**src/hdl/debug_unit_pkg.sv**
```systemverilog
package debug_unit_pkg;

    //////////////////////////////
    // Widths and types
    //////////////////////////////

    localparam int PROG_ADDR_WIDTH = 10;      // Program memory depth is 1K words.

    typedef logic [7:0]                   byte_t;       // Host link byte.
    typedef logic [31:0]                  instr_t;      // Program instruction.
    typedef logic [31:0]                  reg_word_t;   // Core register value.
    typedef logic [PROG_ADDR_WIDTH-1:0]   prog_addr_t;  // Program memory address.
    typedef logic [3:0]                   reg_sel_t;    // Register bank select.
    typedef logic [1:0]                   ack_index_t;  // Byte position in a word.

    //////////////////////////////
    // Host commands
    //////////////////////////////

    localparam byte_t CMD_SOFT_RESET = 8'h00;
    localparam byte_t CMD_LOAD       = 8'h01;
    localparam byte_t CMD_RUN_CONT   = 8'h03;
    localparam byte_t CMD_RUN_STEP   = 8'h07;  // Bit 2 selects step mode.

    //////////////////////////////
    // Replies and acknowledges
    //////////////////////////////

    localparam byte_t REPLY_READY    = 8'h01;  // Sent once the core is reset.
    localparam byte_t REPLY_END      = 8'h0B;  // Closes a register dump.
    localparam byte_t ACK_END        = 8'h28;  // Host answer to REPLY_END.

    // Host acknowledge for byte k of a word is (k + 1) * ACK_BYTE_STEP,
    // with k = 0 for the most significant byte.
    localparam byte_t ACK_BYTE_STEP  = 8'h08;

    // Register 0 and 1 of the bank are not dumped.
    localparam reg_sel_t REG_SELECT_OFFSET = 4'd2;

endpackage
```
**src/hdl/debug_unit_top.sv**
```systemverilog
`timescale 1ns/100ps

module debug_unit_top #(
    parameter debug_unit_pkg::instr_t HALT_INSTRUCTION = '1,
    parameter int                     REG_COUNT        = 12
) (
    input  logic                       i_clock,
    input  logic                       i_reset,
    input  logic                       i_rx_done,
    input  debug_unit_pkg::byte_t      i_rx_data,
    input  logic                       i_soft_reset_ack,
    input  logic                       i_halt,
    input  debug_unit_pkg::reg_word_t  i_reg_data,
    output logic                       o_tx_start,
    output debug_unit_pkg::byte_t      o_tx_data,
    output logic                       o_soft_reset,
    output logic                       o_prog_write,
    output debug_unit_pkg::prog_addr_t o_prog_addr,
    output debug_unit_pkg::instr_t     o_prog_data,
    output logic                       o_enable_pc,
    output logic                       o_enable_pipeline,
    output debug_unit_pkg::reg_sel_t   o_reg_select
);
    import debug_unit_pkg::*;

    logic       byte_valid;
    byte_t      rx_byte;
    logic       cmd_soft_reset;
    logic       cmd_load;
    logic       cmd_run;
    logic       run_step;
    logic       ack_byte;
    ack_index_t ack_index;
    logic       ack_end;
    logic       load_active;
    logic       load_done;
    logic       dump_start;
    logic       dump_done;
    logic       reply_ready_req;

    rx_command_decoder u_rx_decoder (
        .i_clock          (i_clock),
        .i_reset          (i_reset),
        .i_rx_done        (i_rx_done),
        .i_rx_data        (i_rx_data),
        .o_byte_valid     (byte_valid),
        .o_byte           (rx_byte),
        .o_cmd_soft_reset (cmd_soft_reset),
        .o_cmd_load       (cmd_load),
        .o_cmd_run        (cmd_run),
        .o_run_step       (run_step),
        .o_ack_byte       (ack_byte),
        .o_ack_index      (ack_index),
        .o_ack_end        (ack_end)
    );

    program_loader #(
        .HALT_INSTRUCTION (HALT_INSTRUCTION)
    ) u_program_loader (
        .i_clock       (i_clock),
        .i_reset       (i_reset),
        .i_load_active (load_active),
        .i_byte_valid  (byte_valid),
        .i_byte        (rx_byte),
        .o_prog_write  (o_prog_write),
        .o_prog_addr   (o_prog_addr),
        .o_prog_data   (o_prog_data),
        .o_load_done   (load_done)
    );

    register_dump_sender #(
        .REG_COUNT (REG_COUNT)
    ) u_dump_sender (
        .i_clock           (i_clock),
        .i_reset           (i_reset),
        .i_dump_start      (dump_start),
        .i_reply_ready_req (reply_ready_req),
        .i_reg_data        (i_reg_data),
        .i_ack_byte        (ack_byte),
        .i_ack_index       (ack_index),
        .i_ack_end         (ack_end),
        .o_reg_select      (o_reg_select),
        .o_tx_start        (o_tx_start),
        .o_tx_data         (o_tx_data),
        .o_dump_done       (dump_done)
    );

    debug_control_fsm u_control_fsm (
        .i_clock           (i_clock),
        .i_reset           (i_reset),
        .i_cmd_soft_reset  (cmd_soft_reset),
        .i_cmd_load        (cmd_load),
        .i_cmd_run         (cmd_run),
        .i_run_step        (run_step),
        .i_soft_reset_ack  (i_soft_reset_ack),
        .i_load_done       (load_done),
        .i_halt            (i_halt),
        .i_dump_done       (dump_done),
        .o_soft_reset      (o_soft_reset),
        .o_reply_ready_req (reply_ready_req),
        .o_load_active     (load_active),
        .o_enable_pc       (o_enable_pc),
        .o_enable_pipeline (o_enable_pipeline),
        .o_dump_start      (dump_start)
    );

endmodule

```
**src/hdl/debug_control_fsm.sv**
```systemverilog
`timescale 1ns/100ps

module debug_control_fsm (
    input  logic i_clock,
    input  logic i_reset,
    input  logic i_cmd_soft_reset,
    input  logic i_cmd_load,
    input  logic i_cmd_run,
    input  logic i_run_step,
    input  logic i_soft_reset_ack,
    input  logic i_load_done,
    input  logic i_halt,
    input  logic i_dump_done,
    output logic o_soft_reset,
    output logic o_reply_ready_req,
    output logic o_load_active,
    output logic o_enable_pc,
    output logic o_enable_pipeline,
    output logic o_dump_start
);

    typedef enum logic [2:0] {
        ST_IDLE,
        ST_SOFT_RESET,
        ST_WAIT_LOAD,
        ST_LOADING,
        ST_WAIT_START,
        ST_RUNNING,
        ST_DUMPING
    } dbg_state_t;

    dbg_state_t state;
    dbg_state_t state_next;
    logic       step_mode;   // Latched with the run command.
    logic       halt_seen;
    logic       run_enable;

    //////////////////////////////
    // Next state
    //////////////////////////////

    always_comb begin
        state_next = state;
        case (state)
            ST_IDLE: begin
                if (i_cmd_soft_reset) state_next = ST_SOFT_RESET;
            end
            ST_SOFT_RESET: begin
                if (i_soft_reset_ack) state_next = ST_WAIT_LOAD;  // Core is back.
            end
            ST_WAIT_LOAD: begin
                if (i_cmd_soft_reset)  state_next = ST_SOFT_RESET;
                else if (i_cmd_load)   state_next = ST_LOADING;
            end
            ST_LOADING: begin
                if (i_load_done) state_next = ST_WAIT_START;
            end
            ST_WAIT_START: begin
                if (i_cmd_soft_reset) state_next = ST_SOFT_RESET;
                else if (i_cmd_run)   state_next = ST_RUNNING;
            end
            ST_RUNNING: begin
                if (step_mode || i_halt) state_next = ST_DUMPING;  // Step runs one clock.
            end
            ST_DUMPING: begin
                if (i_dump_done) begin
                    // Another step may follow unless the program has ended.
                    state_next = (step_mode && !halt_seen) ? ST_WAIT_START : ST_IDLE;
                end
            end
            default: state_next = ST_IDLE;
        endcase
    end

    //////////////////////////////
    // State and mode registers
    //////////////////////////////

    always_ff @(posedge i_clock) begin
        if (!i_reset) begin
            state             <= ST_IDLE;
            step_mode         <= 1'b0;
            halt_seen         <= 1'b0;
            o_reply_ready_req <= 1'b0;
            o_dump_start      <= 1'b0;
        end else begin
            state             <= state_next;
            o_reply_ready_req <= (state == ST_SOFT_RESET) && (state_next == ST_WAIT_LOAD);
            o_dump_start      <= (state == ST_RUNNING) && (state_next == ST_DUMPING);
            if ((state == ST_WAIT_START) && i_cmd_run) begin
                step_mode <= i_run_step;
                halt_seen <= 1'b0;
            end else if ((state == ST_RUNNING) && i_halt) begin
                halt_seen <= 1'b1;
            end
        end
    end

    assign run_enable        = (state == ST_RUNNING);
    assign o_soft_reset      = (state == ST_SOFT_RESET);
    assign o_load_active     = (state == ST_LOADING);
    assign o_enable_pc       = run_enable;
    assign o_enable_pipeline = run_enable;  // Same edge as the PC enable.

endmodule

```
**src/hdl/register_dump_sender.sv**
```systemverilog
`timescale 1ns/100ps

module register_dump_sender #(
    parameter int REG_COUNT = 12
) (
    input  logic                       i_clock,
    input  logic                       i_reset,
    input  logic                       i_dump_start,
    input  logic                       i_reply_ready_req,
    input  debug_unit_pkg::reg_word_t  i_reg_data,
    input  logic                       i_ack_byte,
    input  debug_unit_pkg::ack_index_t i_ack_index,
    input  logic                       i_ack_end,
    output debug_unit_pkg::reg_sel_t   o_reg_select,
    output logic                       o_tx_start,
    output debug_unit_pkg::byte_t      o_tx_data,
    output logic                       o_dump_done
);
    import debug_unit_pkg::*;

    typedef enum logic [1:0] {
        TX_IDLE,
        TX_WAIT_BYTE,
        TX_WAIT_END
    } tx_state_t;

    tx_state_t  tx_state;
    reg_sel_t   reg_index;
    ack_index_t byte_index;   // Position of the byte last sent.
    logic       last_reg;
    logic       byte_acked;

    assign last_reg     = (reg_index == reg_sel_t'(REG_COUNT - 1));
    assign byte_acked   = i_ack_byte && (i_ack_index == byte_index);  // Wrong codes are dropped.
    assign o_reg_select = reg_index + REG_SELECT_OFFSET;

    // Byte on the link follows the sender state.
    always_comb begin
        case (tx_state)
            TX_WAIT_BYTE: o_tx_data = i_reg_data[{~byte_index, 3'b000} +: 8];
            TX_WAIT_END:  o_tx_data = REPLY_END;
            default:      o_tx_data = REPLY_READY;
        endcase
    end

    always_ff @(posedge i_clock) begin
        if (!i_reset) begin
            tx_state    <= TX_IDLE;
            reg_index   <= '0;
            byte_index  <= '0;
            o_tx_start  <= 1'b0;
            o_dump_done <= 1'b0;
        end else begin
            o_tx_start  <= 1'b0;
            o_dump_done <= 1'b0;
            case (tx_state)
                TX_IDLE: begin
                    if (i_dump_start) begin
                        reg_index  <= '0;
                        byte_index <= '0;
                        o_tx_start <= 1'b1;  // MSB of the first register.
                        tx_state   <= TX_WAIT_BYTE;
                    end else if (i_reply_ready_req) begin
                        o_tx_start <= 1'b1;  // Single byte, no acknowledge awaited.
                    end
                end
                TX_WAIT_BYTE: begin
                    if (byte_acked) begin
                        o_tx_start <= 1'b1;
                        byte_index <= byte_index + 1'b1;
                        if (byte_index == 2'd3) begin
                            if (last_reg) begin
                                tx_state <= TX_WAIT_END;  // Send the end marker.
                            end else begin
                                reg_index <= reg_index + 1'b1;
                            end
                        end
                    end
                end
                TX_WAIT_END: begin
                    if (i_ack_end) begin
                        o_dump_done <= 1'b1;
                        tx_state    <= TX_IDLE;
                    end
                end
                default: tx_state <= TX_IDLE;
            endcase
        end
    end

endmodule

```
**src/hdl/program_loader.sv**
```systemverilog
`timescale 1ns/100ps

module program_loader #(
    parameter debug_unit_pkg::instr_t HALT_INSTRUCTION = '1
) (
    input  logic                       i_clock,
    input  logic                       i_reset,
    input  logic                       i_load_active,
    input  logic                       i_byte_valid,
    input  debug_unit_pkg::byte_t      i_byte,
    output logic                       o_prog_write,
    output debug_unit_pkg::prog_addr_t o_prog_addr,
    output debug_unit_pkg::instr_t     o_prog_data,
    output logic                       o_load_done
);
    import debug_unit_pkg::*;

    instr_t     instr_shift;
    instr_t     instr_next;
    logic [1:0] byte_count;
    prog_addr_t addr_count;
    logic       take_byte;

    assign take_byte   = i_load_active && i_byte_valid;
    assign instr_next  = {instr_shift[23:0], i_byte};  // MSB first.
    assign o_prog_data = instr_shift;
    assign o_prog_addr = addr_count;

    //////////////////////////////
    // Instruction assembly
    //////////////////////////////

    always_ff @(posedge i_clock) begin
        if (take_byte) begin
            instr_shift <= instr_next;
        end
    end

    //////////////////////////////
    // Byte count and write control
    //////////////////////////////

    always_ff @(posedge i_clock) begin
        if (!i_reset) begin
            byte_count   <= 2'd0;
            addr_count   <= '0;
            o_prog_write <= 1'b0;
            o_load_done  <= 1'b0;
        end else begin
            o_prog_write <= 1'b0;
            o_load_done  <= 1'b0;
            if (!i_load_active) begin
                byte_count <= 2'd0;  // Next load starts at address 0.
                addr_count <= '0;
            end else begin
                if (o_prog_write) begin
                    addr_count <= addr_count + 1'b1;  // Advance after the write.
                end
                if (i_byte_valid) begin
                    byte_count <= byte_count + 1'b1;
                    if (byte_count == 2'd3) begin
                        if (instr_next == HALT_INSTRUCTION) begin
                            o_load_done <= 1'b1;  // HALT is not written.
                        end else begin
                            o_prog_write <= 1'b1;
                        end
                    end
                end
            end
        end
    end

endmodule

```
**src/hdl/rx_command_decoder.sv**
```systemverilog
`timescale 1ns/100ps

module rx_command_decoder (
    input  logic                       i_clock,
    input  logic                       i_reset,
    input  logic                       i_rx_done,
    input  debug_unit_pkg::byte_t      i_rx_data,
    output logic                       o_byte_valid,
    output debug_unit_pkg::byte_t      o_byte,
    output logic                       o_cmd_soft_reset,
    output logic                       o_cmd_load,
    output logic                       o_cmd_run,
    output logic                       o_run_step,
    output logic                       o_ack_byte,
    output debug_unit_pkg::ack_index_t o_ack_index,
    output logic                       o_ack_end
);
    import debug_unit_pkg::*;

    logic       rx_done_q;
    logic       rx_fall;
    logic       ack_hit;
    ack_index_t ack_pos;

    assign rx_fall    = rx_done_q && !i_rx_done;  // End of a received byte.
    assign o_run_step = o_byte[2];                // Step bit of the run command.

    // Match the byte against the four per-byte acknowledge codes.
    always_comb begin
        ack_hit = 1'b0;
        ack_pos = '0;
        for (int k = 0; k < 4; k++) begin
            if (i_rx_data == byte_t'((k + 1) * ACK_BYTE_STEP)) begin
                ack_hit = 1'b1;
                ack_pos = ack_index_t'(k);
            end
        end
    end

    always_ff @(posedge i_clock) begin
        if (rx_fall) begin
            o_byte      <= i_rx_data;
            o_ack_index <= ack_pos;
        end
    end

    always_ff @(posedge i_clock) begin
        if (!i_reset) begin
            rx_done_q        <= 1'b0;
            o_byte_valid     <= 1'b0;
            o_cmd_soft_reset <= 1'b0;
            o_cmd_load       <= 1'b0;
            o_cmd_run        <= 1'b0;
            o_ack_byte       <= 1'b0;
            o_ack_end        <= 1'b0;
        end else begin
            rx_done_q        <= i_rx_done;
            o_byte_valid     <= rx_fall;
            o_cmd_soft_reset <= rx_fall && (i_rx_data == CMD_SOFT_RESET);
            o_cmd_load       <= rx_fall && (i_rx_data == CMD_LOAD);
            o_cmd_run        <= rx_fall && ((i_rx_data == CMD_RUN_CONT) ||
                                            (i_rx_data == CMD_RUN_STEP));
            o_ack_byte       <= rx_fall && ack_hit;
            o_ack_end        <= rx_fall && (i_rx_data == ACK_END);
        end
    end

endmodule

```
**config.mk**
```make
export PLATFORM = sky130hd
export DESIGN_NAME = debug_unit_top
export DESIGN_NICKNAME = d
export VERILOG_FILES = /design/src/hdl/debug_unit_pkg.sv /design/src/hdl/debug_unit_top.sv /design/src/hdl/debug_control_fsm.sv /design/src/hdl/register_dump_sender.sv /design/src/hdl/program_loader.sv /design/src/hdl/rx_command_decoder.sv
export SDC_FILE = /design/constraint.sdc
export NUM_CORES = 1
export LEC_CHECK = 0
export BUFFER_PORTS_ARGS = -buffer_cell sky130_fd_sc_hd__buf_2
export CELL_PAD_IN_SITES_DETAIL_PLACEMENT = 1
export CELL_PAD_IN_SITES_GLOBAL_PLACEMENT = 2
export CORE_MARGIN = 2
export CORE_UTILIZATION = 34
export CTS_BUF_LIST = sky130_fd_sc_hd__clkbuf_4
export CTS_CLUSTER_DIAMETER = 100
export DETAILED_ROUTE_END_ITERATION = 6
export PLACE_DENSITY_LB_ADDON = 0.12
export SYNTH_ARGS = -nofsm -noshare
export SYNTH_HDL_FRONTEND = slang
export SYNTH_SLANG_ARGS = --single-unit
```
**constraint.sdc**
```tcl
create_clock -name i_clock -period 3.9 [get_ports i_clock]
set_input_delay 0.78 -clock i_clock [delete_from_list [all_inputs] [get_ports i_clock]]
set_output_delay 0.78 -clock i_clock [all_outputs]
set_load 0.005 [all_outputs]
```
# Yosys cells after proc, flatten, opt, wreduce, memory -nomap -nowiden
# Index checks and enable logic that the tools add are counted.
# word_totals
wordCells,130
output_inout_bits,59
regBits,80
input_bits,45
# classes
shifts,1
mux,39
add_sub_neg,5
eq_ne,29
reduce_logical,29
n_bitwise,2
# op_table
operator,count
"== test 32 bit, second input constant",1
indexed part select 32 x 6 -> 8 bit,1
2-to-1 mux 3 bit,10
one-hot mux 3 bit (7 select lines),1
"== test 8 x 5 -> 1 bit, second input constant",2
"== test 8 x 6 -> 1 bit, second input constant",2
2-to-1 mux 4 bit,4
one-hot mux 8 bit (2 select lines),1
2-to-1 mux 2 bit,7
logical AND 1 bit,13
"== test 3 bit, second input constant",4
2-to-1 mux 1 bit,12
"adder 10 x 1 -> 10 bit, second input constant",1
AND reduction 5 bit,2
"== test 3 x 2 -> 1 bit, second input constant",3
"== test 8 x 1 -> 1 bit, second input constant",1
"== test 8 x 2 -> 1 bit, second input constant",1
"== test 8 x 3 -> 1 bit, second input constant",1
"== test 8 x 4 -> 1 bit, second input constant",1
logical NOT 8 bit,1
"!= test 2 x 1 -> 1 bit, second input constant",4
one-hot mux 4 bit (2 select lines),1
"== test 2 bit, second input constant",3
one-hot mux 2 bit (3 select lines),1
21 further kinds,27

# Depth between registers and ports, before layout
# Gate-level depths: netlist of the first run.
# logic_depth
ltp_word,7
mapped_depth,8
depth_no_buf,6

# By module
# Synthesis of the first run repeated with hierarchy kept, for this count alone.
# unflattened
cells_unflattened,295
area_unflattened_um2,3588.4
# modules_own_cells
mod,seq_area_each_um2,cells_per_inst,n_inst,area_each_um2
program_loader,1241.2,104,1,1612.8
register_dump_sender,200.2,101,1,974.7
rx_command_decoder,440.4,40,1,609.3
debug_control_fsm,140.1,50,1,391.6

# Least setup slack after synthesis of the first run
# Ideal clock, no wire load.
# synth_timing
path_type,flip-flop to flip-flop
from,register u_control_fsm.state[0]
to,"register u_program_loader.instr_shift[0], in the netlist u_program_loader.o_prog_data[0] (enable)"
required_time_ns,3.432
path_stages_with_launch,4
setup_slack_ns,0.319
n_path_buf,1
arrival_time_ns,3.113
setup_ns,0.468
period_less_slack_ns,3.581
cell_sequence,dfxtp_1 > clkbuf_1 > nand2_1 > nor3b_1
# synth_via
elab_chain_cells,2
# synth_lines
element,line,source
start: declaration,debug_control_fsm.sv:32,dbg_state_t state;
start signal: assignment,debug_control_fsm.sv:87,state <= state_next;
== test 3 x 2 -> 1 bit,debug_control_fsm.sv:101,assign o_load_active = (state == ST_LOADING);
logical AND 1 bit,program_loader.sv:24,assign take_byte = i_load_active && i_byte_valid;
via u_program_loader.take_byte,program_loader.sv:22,logic take_byte;
end signal: assignment,program_loader.sv:35,instr_shift <= instr_next;
end: declaration,program_loader.sv:18,instr_t instr_shift;
# The timed path passes the listed nets, and every way through them passes these cells.
# A chain may end at the register's enable or synchronous reset.

# Final worst setup path of the first run
# layout_timing
from,register u_dump_sender.byte_index[0]
to,output o_tx_data[3]
# layout_via
elab_chain_cells,3
# layout_lines
element,line,source
start: declaration,register_dump_sender.sv:29,ack_index_t byte_index;
start signal: assignment,register_dump_sender.sv:70,byte_index <= byte_index + 1'b1;
inverter 2 bit,register_dump_sender.sv:40,"TX_WAIT_BYTE: o_tx_data = i_reg_data[{~byte_index, 3'b000} +: 8];"
indexed part select 32 x 6 -> 8 bit,register_dump_sender.sv:40,
one-hot mux 8 bit (2 select lines),register_dump_sender.sv:39,case (tx_state)
end: declaration,debug_unit_top.sv:15,"output debug_unit_pkg::byte_t o_tx_data,"
# No other way between the ends.

==> results.md, run 1 <==
Outcome:
- The flow ran to the end, and the final reports show no timing, DRC or antenna violations.

GRT:
- The first global-routing pass estimated around 14000 um of wire.
- The total routing usage reported by global routing is approximately 15%.
- Summed over all layers, the global routing overflow is 0.
- The number of antenna violations at the first check in global routing came to 0.
- The number of global-route vias before repair is approximately 2800.
- The maximum number of pins on one net before global-route repair is 33.

Synthesis:
- The synthesized netlist occupies a cell area of 3580 um2.
- The most numerous cell in the Yosys netlist is edfxtp_1.
- After synthesis, the cell types taking the most area are edfxtp_1, dfxtp_1, mux4_2.
- Counting flops with an async set or reset pin after synthesis yields a share of 0%.
- The number of warning messages in the yosys log is 0.
- The share of synthesized area occupied by flip-flops and latches is a little under three fifths.
- The library cell with the largest summed area after synthesis is edfxtp_1.
- The synthesized design contains 80 register bits.
- When the netlist entered floorplanning its net count stood at about 360.
- After synthesis, the most frequently instantiated cells are edfxtp_1, dfxtp_1, nor2_1.
- The share of the synthesized area in the top cell type is 35.2%.
- The gate count after technology mapping is about 300.
- The most frequently used flop master after synthesis is edfxtp_1.
- The number of different library cells used by synthesis comes to between 50 and 60.
- The number of enable flip-flop cells after synthesis is 42.
- The average cell area after synthesis is 11.6 um2.

Timing:
- For the finished layout, the period the worst path requires is 3.04 ns.
- For the final database, setup skew stands at between 0.02 and 0.025 ns.
- The setup TNS after final layout is 0 ns.
- The final setup violation count is 0.
- The peak clock frequency supported by timing is ~330 MHz.
- The final worst-path cycle share is 77.9%.
- The count of final hold-check violations is 0.
- The pin slew with the least headroom to its limit is approximately 0.90 ns.
- Setup slack closes at 0.861 ns.
- Setup repair after global routing left no endpoint under its margin.
- Measured against its own limit, the worst slew margin works out to about 40%.
- The number of pins exceeding their max-slew limit in the final report is 0.

Clocking:
- The TritonCTS buffer count is 9.
- Once the clock tree was built, the setup fixing pass inserted 0 buffers.
- CTS placed an instance of clkbuf_4 at the clock tree root.
- Clock-pin slew was measured on the worst setup and hold paths at around 0.14 ns.
- No sink is reached through more buffers than the 2 on the longest clock path.
- The number of H-tree levels is 3.
- The TritonCTS clock tree is done.
- For this design, the CTS-stage hold fixing added 0 buffers.
- Clock tree synthesis found a total of 80 sinks.
- Once the clock tree was built, the resizer swapped 0 gates to a different size.
- The worst-skew pair later-pin latency is roughly 0.43 ns.

Placement:
- The HPWL after detailed placement is between 6000 and 7000 um.
- The final weighted congestion in routability-driven placement is between 0.7 and 0.8.
- Before CTS, the worst setup slack after placement is 1.29 ns.
- Port buffering added a little over 100 buffers.

Power:
- For this design the static power due to leakage is approximately 1.7 nW.
- VDD sags by at most 0.000197 V.
- The overall power consumption is 1.59 mW.
- For this design the ratio of total power to cell area is around 360 nW/um2.

Routing:
- After detailed routing, the number of remaining DRC violations is 0.
- The average routed wire per standard cell is about 15 um.
- The total via count in the routed design is 2721.
- The post-detailed-route count of antenna-violating nets is 0.
- After the first detailed-routing iteration, the DRC count stood at between 70 and 80.
- The routed via count divided by cell count is about 5.0.
- The final layout contains routed wiring with a total length of between 8000 and 9000 um.
- The pre-antenna-repair detailed-routing pass consisted of 4 iterations.

Critical path:
- Data on the critical path is required at its endpoint by 3.12 ns.
- In this run the critical register-to-register path is launched from u_dump_sender.byte_index[0].
- STA classifies the critical path endpoint as an output pin.
- The arrival time reported for the critical path endpoint is about 2.3 ns.
- The critical path starts at u_dump_sender.byte_index[0].
- The category of the critical setup timing path is flop to output pin.
- The category of the worst setup path launch point is a flop.
- In this run the worst path has a maximum fanout of 15.

Final layout:
- The net count of the finished layout is 459.
- The fraction of layout instances using a drive strength above 1 is 32.9%.
- The fill cell instance count of the final layout is 1190.
- 0 antenna diodes ended up in the layout.
- Cells fill a little over two fifths of the core in the end.
- The area growth from synthesis to layout is 21.9%.

Hold path:
- The worst min-delay path startpoint is u_rx_decoder.o_byte[0].
- The path category of the worst min-delay check is flop to flop.

Run:
- The tool flagged a number of max-cap violations equal to 0.

Floorplan:
- The initial core utilization is 34.9%.
- During I/O placement, the number of pins put on the boundary was around 100.
- The die area is between 10000 and 15000 um2.
- The number of cell rows is 37.
- The core region is 10300 um2.
- The die span in x is 107 um.
- The floorplan step set the die height to between 100 and 150 um.
## per-layer routing
| layer | routed length [um] | track usage, % |
|---|---|---|
| met5 | 0 | 0 |
| met4 | 146 | 5.94 |
| met1 | 3550 | 18.2 |
| met2 | 4110 | 26.6 |
| met3 | 461 | 4.19 |
## layout make-up
class,instances,area (um2),area share [%]
Multi-Input combinational cell,197,1420,32.4
Sequential cell,80,2020,46.3
Timing Repair Buffer,105,531,12.1
Clock inverter,6,115,2.63
Clock buffer,9,67.6,1.55
Tap cell,136,170,3.89
Inverter,13,48.8,1.12
## registers in the layout, indices dropped and copies added, names as in the netlist, 2 cells and up
name / cells
u_rx_decoder.o_byte: 8
u_dump_sender.byte_index: 2
u_program_loader.byte_count: 2
u_dump_sender.tx_state: 2
u_rx_decoder.o_ack_index: 2
u_control_fsm.state: 3
u_program_loader.o_prog_addr: 10
u_program_loader.o_prog_data: 32
u_dump_sender.reg_index: 4
## cells by family (layout without fill, tap and decap cells)
kind of cell / Yosys count / count (layout) / synth area share [%]
AO/OA/AOI/OAI: 41 / 41 / 7.75
AND/OR/NAND/NOR: 119 / 119 / 17.9
adder cells (fa/ha/maj): 8 / 8 / 2.79
XOR/XNOR: 15 / 15 / 4.19
flip-flops: 80 / 80 / 56.4
multiplexers: 14 / 14 / 6.74
buffers and inverters: 31 / 133 / 4.22
## cell usage in the layout (no fill, tap or decap), drive strengths merged, types with 8 or more instances in the layout
cell / instances
a21oi: 10
inv: 15
ha: 8
and3: 9
nand2: 24
nor2: 25
clkbuf: 9
mux4: 8
o21ai: 8
dfxtp: 38
xor2: 10
nand4: 14
edfxtp: 42
nor3: 11
buf: 105
## worst paths after layout
| path | end | slack (ns) | cells past startpoint |
|---|---|---|---|
| setup / recovery | o_tx_data[3] | 0.86 | 4 |
| hold / removal | u_program_loader.o_prog_data[0] | 0.47 | 0 |
| setup reg to reg | u_dump_sender.reg_index[0] | 1.73 | 4 |
| hold reg to reg | u_program_loader.o_prog_data[0] | 0.47 | 0 |
## report_power, final
part | switching (mW) | leakage, nW | internal, mW | total [mW]
logic | 0.0451 | 0.889 | 0.0380 | 0.0831
registers | 0.00323 | 0.691 | 0.884 | 0.887
clock network | 0.293 | 0.0930 | 0.326 | 0.619
## per-stage QoR
step                std cells  hold slack (ns)  instance area, um2
floorplan                 308            0.426                3580
global placement          531            0.432                4190
detailed placement        531            0.438                4190
CTS                       546            0.471                4370
global route              546            0.486                4370
finish                    546            0.472                4370
## critical path, stage by stage (launching register included)
cell,delay [ns]
dfxtp_1,0.91
mux4_2,0.59
a21oi_1,0.15
nor2b_1,0.05
buf_2,0.12
No activity file was read; power rests on OpenSTA's default activity.
==> run 2, diff against run 1 <==
--- a/config.mk
+++ b/config.mk
@@ -5,11 +5,12 @@
 export SDC_FILE = /design/constraint.sdc
 export NUM_CORES = 1
 export LEC_CHECK = 0
+export ABC_AREA = 1
 export BUFFER_PORTS_ARGS = -buffer_cell sky130_fd_sc_hd__buf_2
 export CELL_PAD_IN_SITES_DETAIL_PLACEMENT = 1
 export CELL_PAD_IN_SITES_GLOBAL_PLACEMENT = 2
 export CORE_MARGIN = 2
-export CORE_UTILIZATION = 34
+export CORE_UTILIZATION = 29
 export CTS_BUF_LIST = sky130_fd_sc_hd__clkbuf_4
 export CTS_CLUSTER_DIAMETER = 100
 export DETAILED_ROUTE_END_ITERATION = 6
==> constraint.sdc (replaced) <==
create_clock -name i_clock -period 2.6 [get_ports i_clock]
set_input_delay 0.52 -clock i_clock [delete_from_list [all_inputs] [get_ports i_clock]]
set_output_delay 0.52 -clock i_clock [all_outputs]
set_load 0.005 [all_outputs]
==> results.md, run 2 <==
Outcome:
- The run finished with clean final reports.

Final layout:
- The post-route netlist has 29.1% of its cells at a drive strength greater than 1.
- The post-route cell area is 4360 um2.
- In the layout the commonest cells are buf_2, nor2_1, inv_1.
- At the end of the flow, the number of nets in the layout was between 500 and 600.
- The most common cell after layout, fill and taps aside is buf_2.
- From synthesis to final layout, the design area changed by 22.9%.
- The number of diodes is 0.
- The register with the most flip-flops in the layout has 32 of them.

Clocking:
- The worst-skew pair later-pin latency is 0.43 ns.
- The number of gates resized after CTS is 0.
- Buffers inserted during clock tree synthesis total 9.
- In this run the clock root is driven by a clkbuf_4.
- The setup fix buffers added after clock tree synthesis is 0.
- The worst-case clock buffer depth is 2.
- Counting every sink on the clock net gives 80.
- After clock tree synthesis, the clock-pin slew on the worst setup and hold paths is between 0.1 and 0.15 ns.
- The number of buffers inserted by hold repair at cts is 0.
- The number of H-tree levels is 3.
- TritonCTS built the clock tree.

Critical path:
- In this run the worst setup path terminates at o_tx_data[7].
- The category of the critical setup timing path is flop to output pin.
- The signal on the critical path passes through inv_1 -> ha_1 -> inv_1 -> a21oi_1 -> buf_2.
- The gate family responsible for the most delay along the worst path is buffers and inverters.
- Among all stages on the critical path, the largest delay is contributed by ha_1.
- The startpoint of the most critical register-to-register path is u_dump_sender.tx_state[1].
- The endpoint type of the worst setup path is an output pin.
- In this run the number of cells on the critical path is 5.
- The endpoint of the most critical register-to-register path is u_dump_sender.reg_index[3].
- The maximum single-stage delay on the critical path is approximately 0.44 ns.
- Data on the critical path is required at its endpoint by roughly 2.1 ns.
- Of all nets on the critical path, the largest fanout is 11.
- The number of cells on the worst reg-to-reg path is 11.
- The arrival time reported for the critical path endpoint is approximately 1.9 ns.
- The buffer and inverter count on the worst path is 3.
- The category of the worst setup path launch point is a flop.
- For flop-to-flop paths, the worst setup slack is just over 0.7 ns.
- The most used cell along the critical path is inv_1.
- In this run the worst setup path begins at u_dump_sender.tx_state[1].

Synthesis:
- The total of flip-flops plus latches after synthesis is 80.
- Averaged over all synthesized cells, the footprint is about 9.4 um2.
- For this run, asynchronously set or reset flops after synthesis account for 0%.
- By count the netlist is led by nor2_1, inv_1, nand2_1.
- Among all flip-flop cells after synthesis, the most frequent one is edfxtp_1.
- Ranked by total cell area, the synthesized netlist is headed by edfxtp_1, dfxtp_1, nor2_1.
- The share of the synthesized area in the top cell type is 35.6%.
- The number of warning messages in the yosys log is 0.
- The share of the Yosys chip area taken by registers is between 50% and 60%.
- The most numerous cell in the Yosys netlist is nor2_1.
- The number of library cell types mapped by synthesis is 41.
- The number of nets handed over by synthesis was 430.
- In this run, synthesis inferred between 40 and 50 flip-flops with an integrated enable.
- The post-synthesis instance area is approximately 3500 um2.
- edfxtp_1 takes more of the synthesized area than any other cell.
- After technology mapping, the gate count stands at between 300 and 400.

GRT:
- The number of antenna violations at the first check in global routing is 0.
- The first global-routing pass estimated between 10000 and 15000 um of wire.
- The maximum number of pins on one net before global-route repair is 34.
- Global routing used ~14% of the available tracks.
- The global route total overflow is 0.
- The number of global-route vias before repair is roughly 3000.

Routing:
- The iteration-0 DRC count of the detailed router is 100.
- After detailed routing, the number of remaining DRC violations is 0.
- The first detailed-routing pass took 4 iterations.
- Across all layers, the routed design uses 2936 vias.
- After detailed routing, the number of vias per cell comes to ~4.6.
- Dividing the detail-routed wire length by the instance count gives 13.7 um.
- The detail route stage leaves a number of antenna-violating nets equal to 0.
- Summed over all layers, the routed wires come to ~8800 um.

Timing:
- The pin slew with the least headroom to its limit is 0.488 ns.
- Setup repair after global routing left no endpoint under its margin.
- Setup violations remaining at the end of the flow were counted as 0.
- Headroom to the max-slew limit came out at ~67%.
- The final worst-path cycle share is roughly 92%.
- The final critical delay including setup and external delays is 2.39 ns.
- The setup TNS after final layout is 0 ns.
- The count of final hold-check violations was 0.
- The clock arrives with roughly 0.016 ns of skew.
- The peak clock frequency supported by timing is between 400 and 500 MHz.
- The number of pins exceeding their max-slew limit in the final report is 0.

Floorplan:
- The die area is ~13000 um2.
- The die is 115 um wide.
- During I/O placement, the number of pins put on the boundary was approximately 100.
- The initial utilization of the core area, before any placement, comes to 29.6%.
- The floorplan step set the die height to 115 um.
- The total area inside the core boundary comes to approximately 12000 um2.
- The number of cell rows is 40.

Power:
- The net switching power is approximately 0.9 mW.
- For this design the ratio of total power to cell area is approximately 650 nW/um2.
- In this run, the clock network consumes 26.9% of the power.
- The sequential power share is roughly half.
- In this run the static leakage power is 1.79 nW.
- The portion of total power attributed to combinational logic is a little under a quarter.
- Of the total power, the share spent switching nets is about a third.
- The worst ir drop on vdd is between 0.00015 and 0.0002 V.
- Internal power comes to 1.92 mW.

Hold path:
- The path category of the worst min-delay check is input pin to flop.
- Counting instances, the worst hold path has a depth of 1.

Placement:
- The wire-length estimate of the detail-placed layout is ~6800 um.
- Summing all placed instances gives a cell area of ~4200 um2.
- The number of I/O port buffers is 103.
- At the end of routability-driven placement, the weighted congestion stood at around 0.73.

Run:
- Max-cap violations in this run came to 0.
==> run 2: kinds of logic (layout without fill, tap and decap cells) <==
| family | Yosys count | in the layout | share of synthesized area [%] |
|---|---|---|---|
| simple gates | 170 | 170 | 22.8 |
| compound gates | 59 | 59 | 9.28 |
| buf+inv | 57 | 172 | 7.37 |
| fa+ha+maj | 8 | 8 | 2.82 |
| xor+xnor | 3 | 3 | 0.741 |
| flops | 80 | 80 | 57.0 |
==> run 2: metrics by stage <==
| stage | power [mW] | util, % | cells | worst slack, ns | hold slack (ns) |
|---|---|---|---|---|---|
| 3_3_place_gp | 2.10 | 35.2 | 623 | 0.656 | 0.435 |
| 4_1_cts | 2.88 | 36.4 | 639 | 0.144 | 0.238 |
| 2_1_floorplan | 1.90 | - | 377 | 0.144 | 0.413 |
| 3_5_place_dp | 2.10 | 35.2 | 623 | 0.645 | 0.437 |
| 6_report | 2.82 | 36.4 | 639 | 0.210 | 0.279 |
| 5_1_grt | 3.04 | 36.4 | 639 | 0.0419 | 0.239 |
==> run 2: layer usage <==
| layer | global-route usage [%] | wire (um) | vias to the layer above |
|---|---|---|---|
| met4 | 6.02 | 97 | 0 |
| met2 | 25.4 | 4420 | 76 |
| li1 | - | - | 1493 |
| met3 | 3.49 | 412 | 6 |
| met1 | 16.3 | 3850 | 1361 |
| met5 | 0 | 0 | - |
==> run 2: final cells by class <==
cell class / count / area [um2]
Tap cell: 147 / 184
Clock buffer: 9 / 67.6
Timing Repair Buffer: 108 / 553
Clock inverter: 7 / 76.3
Multi-Input combinational cell: 240 / 1260
Sequential cell: 80 / 2020
Inverter: 48 / 188
Fill cell: 1429 / 7600
==> run 2: power by group through the flow <==
stage | registers, mW | logic (mW) | clock network [mW]
2_1_floorplan | 1.43 | 0.474 | 0
3_3_place_gp | 1.44 | 0.663 | 0
4_1_cts | 1.41 | 0.666 | 0.802
6_report | 1.41 | 0.653 | 0.760
3_5_place_dp | 1.44 | 0.661 | 0
5_1_grt | 1.42 | 0.764 | 0.859
==> run 2: worst min-delay path by stage <==
stage                                 from                         endpoint  slack (ns)
floorplan           u_rx_decoder.o_ack_end        u_dump_sender.o_dump_done        0.41
global placement    u_rx_decoder.o_byte[4]  u_program_loader.o_prog_data[4]        0.44
detailed placement  u_rx_decoder.o_byte[0]  u_program_loader.o_prog_data[0]        0.44
CTS                           i_rx_data[6]           u_rx_decoder.o_byte[6]        0.24
global route                  i_rx_data[6]           u_rx_decoder.o_byte[6]        0.24
finish                        i_rx_data[6]           u_rx_decoder.o_byte[6]        0.28
==> run 3, diff against run 2 <==
--- a/config.mk
+++ b/config.mk
@@ -9,7 +9,6 @@
 export BUFFER_PORTS_ARGS = -buffer_cell sky130_fd_sc_hd__buf_2
 export CELL_PAD_IN_SITES_DETAIL_PLACEMENT = 1
 export CELL_PAD_IN_SITES_GLOBAL_PLACEMENT = 2
-export CORE_MARGIN = 2
 export CORE_UTILIZATION = 29
 export CTS_BUF_LIST = sky130_fd_sc_hd__clkbuf_4
 export CTS_CLUSTER_DIAMETER = 100
==> results.md, run 3 (same netlist as run 2, synthesis figures left out) <==
Critical path:
- The arrival time reported for the critical path endpoint is approximately 1.8 ns.
- Setup slack on the worst reg-to-reg path comes out at ~0.73 ns.
- The endpoint type of the worst setup path is an output pin.
- In this run the critical register-to-register path is captured at u_dump_sender.reg_index[3].
- The critical path in this run is classified as flop to output pin.
- Along the worst path, the maximum fanout reaches 11.
- The startpoint of the most critical register-to-register path is u_dump_sender.tx_state[1].
- The category of the worst setup path launch point is a flop.
- The required time at the endpoint of the critical path is 2.08 ns.
- The cell count of the worst reg-to-reg path is 11.

GRT:
- The total routing usage reported by global routing is about 15%.
- For this run the aggregate overflow at the end of global routing stands at 0.
- The number of antenna violations at the first check in global routing is 0.
- The first global-routing pass estimated around 14000 um of wire.
- The maximum number of pins on one net before global-route repair is 34.
- The number of global-route vias before repair is 3061.

Final layout:
- The most common cell after layout, fill and taps aside is buf_2.
- In the final layout, the multi-input gates occupy approximately 1300 um2.
- The area occupied by registers is about 2000 um2.
- Relative to the synthesized area, the layout overhead comes to 22.2%.
- The register with the most flip-flops in the layout has 32 of them.
- The fill cell instance count of the final layout is roughly 1500.
- The number of diodes is 0.
- Leaving out fill and tap cells, the most frequent cells in the layout are buf_2, nor2_1, inv_1.
- The net total in the final layout is 540.
- The fraction of layout instances using a drive strength above 1 is between 20% and 30%.

Routing:
- The average routed wire per standard cell is roughly 13 um.
- The detailed-route DRC error count is 0.
- The iteration-0 DRC count of the detailed router is 127.
- In the routed layout, each cell is associated on average with a via count of roughly 4.6.
- The total via count in the routed design is 2952.
- The pre-antenna-repair detailed-routing pass consisted of 4 iterations.
- The final wirelength is around 8600 um.
- In this run the remaining antenna-violating nets after routing total 0.

Timing:
- For the pin with the worst max-slew slack, the measured transition is around 0.54 ns.
- The final critical delay including setup and external delays is between 2 and 2.5 ns.
- The number of pins exceeding their max-slew limit in the final report is 0.
- Of the available clock period, the critical path in the final layout requires 90.8%.
- The tightest hold margin is around 0.28 ns.
- Static timing analysis puts the maximum clock frequency at 424 MHz.
- The worst slew slack as a fraction of its limit is between 60% and 70%.
- The count of final hold-check violations is 0.
- Setup violations remaining at the end of the flow were counted as 0.
- Setup repair after global routing left no endpoint under its margin.
- After routing, the total negative slack on setup checks comes to 0 ns.
- For the final database, setup skew stands at between 0.03 and 0.04 ns.

Placement:
- The final weighted congestion in routability-driven placement is about 0.74.
- The post-detailed-placement half-perimeter wirelength is around 6700 um.
- The number of I/O port buffers is 103.

Run:
- The max-capacitance violation count is 0.

Hold path:
- The worst hold path begins at i_rx_data[6].
- For hold timing, the worst endpoint is u_rx_decoder.o_byte[6].
- The path category of the worst min-delay check is input pin to flop.
- Along the worst hold path, the cell count comes to 1.

Power:
- The cell internal power dissipation is 1.83 mW.
- The net switching power is 0.901 mW.
- The worst ir drop on vdd is roughly 0.00022 V.
- The analysis attributes to cell leakage a power of between 1.5 and 2 nW.
- In this run, the clock network consumes 24.3% of the power.
- Net switching is between 30% and 40% of the power.
- The sequential power share is 51.7%.
- In this run the power density over the cells is around 630 nW/um2.
- Combinational logic is responsible for a little under a quarter of the overall power.

Floorplan:
- Pin placement for this block handled about 100 I/O pins.
- The die boundary height is between 100 and 150 um.
- After floorplanning, the core was divided into 40 placement rows.
- The region available for standard cell placement spans ~12000 um2.
- The die area is 12700 um2.
- The floorplan step set the die width to about 110 um.
- For this configuration, the core starts out at a cell density of between 20% and 30%.

Outcome:
- The flow ran to the end, and the final reports show no timing, DRC or antenna violations.

Clocking:
- The TritonCTS clock tree is done.
- The number of hold buffers added after CTS was 0.
- Once the clock tree was built, the setup fixing pass inserted 0 buffers.
- The clock tree root buffer cell is clkbuf_4.
- The TritonCTS buffer count is 9.
- The clock sink count is 80.
- Clock-pin slew was measured on the worst setup and hold paths at 0.13 ns.
- The number of gates resized after CTS is 0.
- The number of H-tree levels is 3.
- The worst-skew pair later-pin latency is 0.43 ns.
- No sink is reached through more buffers than the 2 on the longest clock path.
==> run 3: changes by cell type in the layout (fill, tap and decap cells not counted), sizes merged <==
cell / previous run / this run
bufinv: 1 / 0
clkbuf: 9 / 10
clkinvlp: 1 / 2
inv: 51 / 50
==> run 3: final cells by class <==
| type | instances | area share (%) |
|---|---|---|
| multi-input cells | 240 | 29.2 |
| inverters | 48 | 4.33 |
| clock buffers | 10 | 1.73 |
| flip-flops and latches | 80 | 46.7 |
| clock inverters | 6 | 1.04 |
| repair buffers | 108 | 12.8 |
| well taps | 147 | 4.25 |
==> run 3: metrics by stage <==
stage | power, mW | instance area [um2] | setup WS [ns] | instances | utilization (%)
floorplan | 1.90 | 3550 | 0.144 | 377 | -
global placement | 2.10 | 4210 | 0.685 | 623 | 35.2
detailed placement | 2.11 | 4210 | 0.645 | 623 | 35.2
CTS | 2.78 | 4330 | 0.138 | 639 | 36.2
global route | 2.93 | 4330 | 0.0551 | 639 | 36.2
finish | 2.73 | 4330 | 0.240 | 639 | 36.2
==> run 3: worst max-delay path by stage <==
stage / from / cells past startpoint / slack [ns] / endpoint
final: u_dump_sender.byte_index[1] / 5 / 0.24 / o_tx_data[1]
after global placement: u_dump_sender.byte_index[1] / 5 / 0.69 / o_tx_data[1]
after global routing: u_dump_sender.tx_state[1] / 5 / 0.06 / o_tx_data[2]
after floorplan: u_control_fsm.state[2] / 5 / 0.14 / u_program_loader.o_prog_write
after CTS: u_dump_sender.byte_index[1] / 5 / 0.14 / o_tx_data[1]
after detailed placement: u_dump_sender.byte_index[1] / 5 / 0.64 / o_tx_data[1]
==> run 3: power by group through the flow <==
stage                     Sequential (mW)  Clock [mW]  Combinational [mW]
after floorplan                      1.43           0               0.474
after global placement               1.44           0               0.661
after detailed placement             1.44           0               0.666
after CTS                            1.41       0.700               0.671
after global routing                 1.42       0.762               0.753
final                                1.41       0.663               0.657
==> run 3: metal layers <==
metal | GRT usage, % | up-vias | wire (um)
met1 | 16.7 | 1380 | 3750
met2 | 26.0 | 74 | 4350
met5 | 0 | - | 0
li1 | - | 1492 | -
met4 | 5.60 | 0 | 99
met3 | 3.78 | 6 | 420
==> run 3: worst max-delay path, stage by stage (launching register included) <==
cell and delay (ns):
dfxtp_1 0.68, o21ai_0 0.18, o22ai_1 0.22, nand2_1 0.08, a21oi_1 0.14, buf_2 0.13
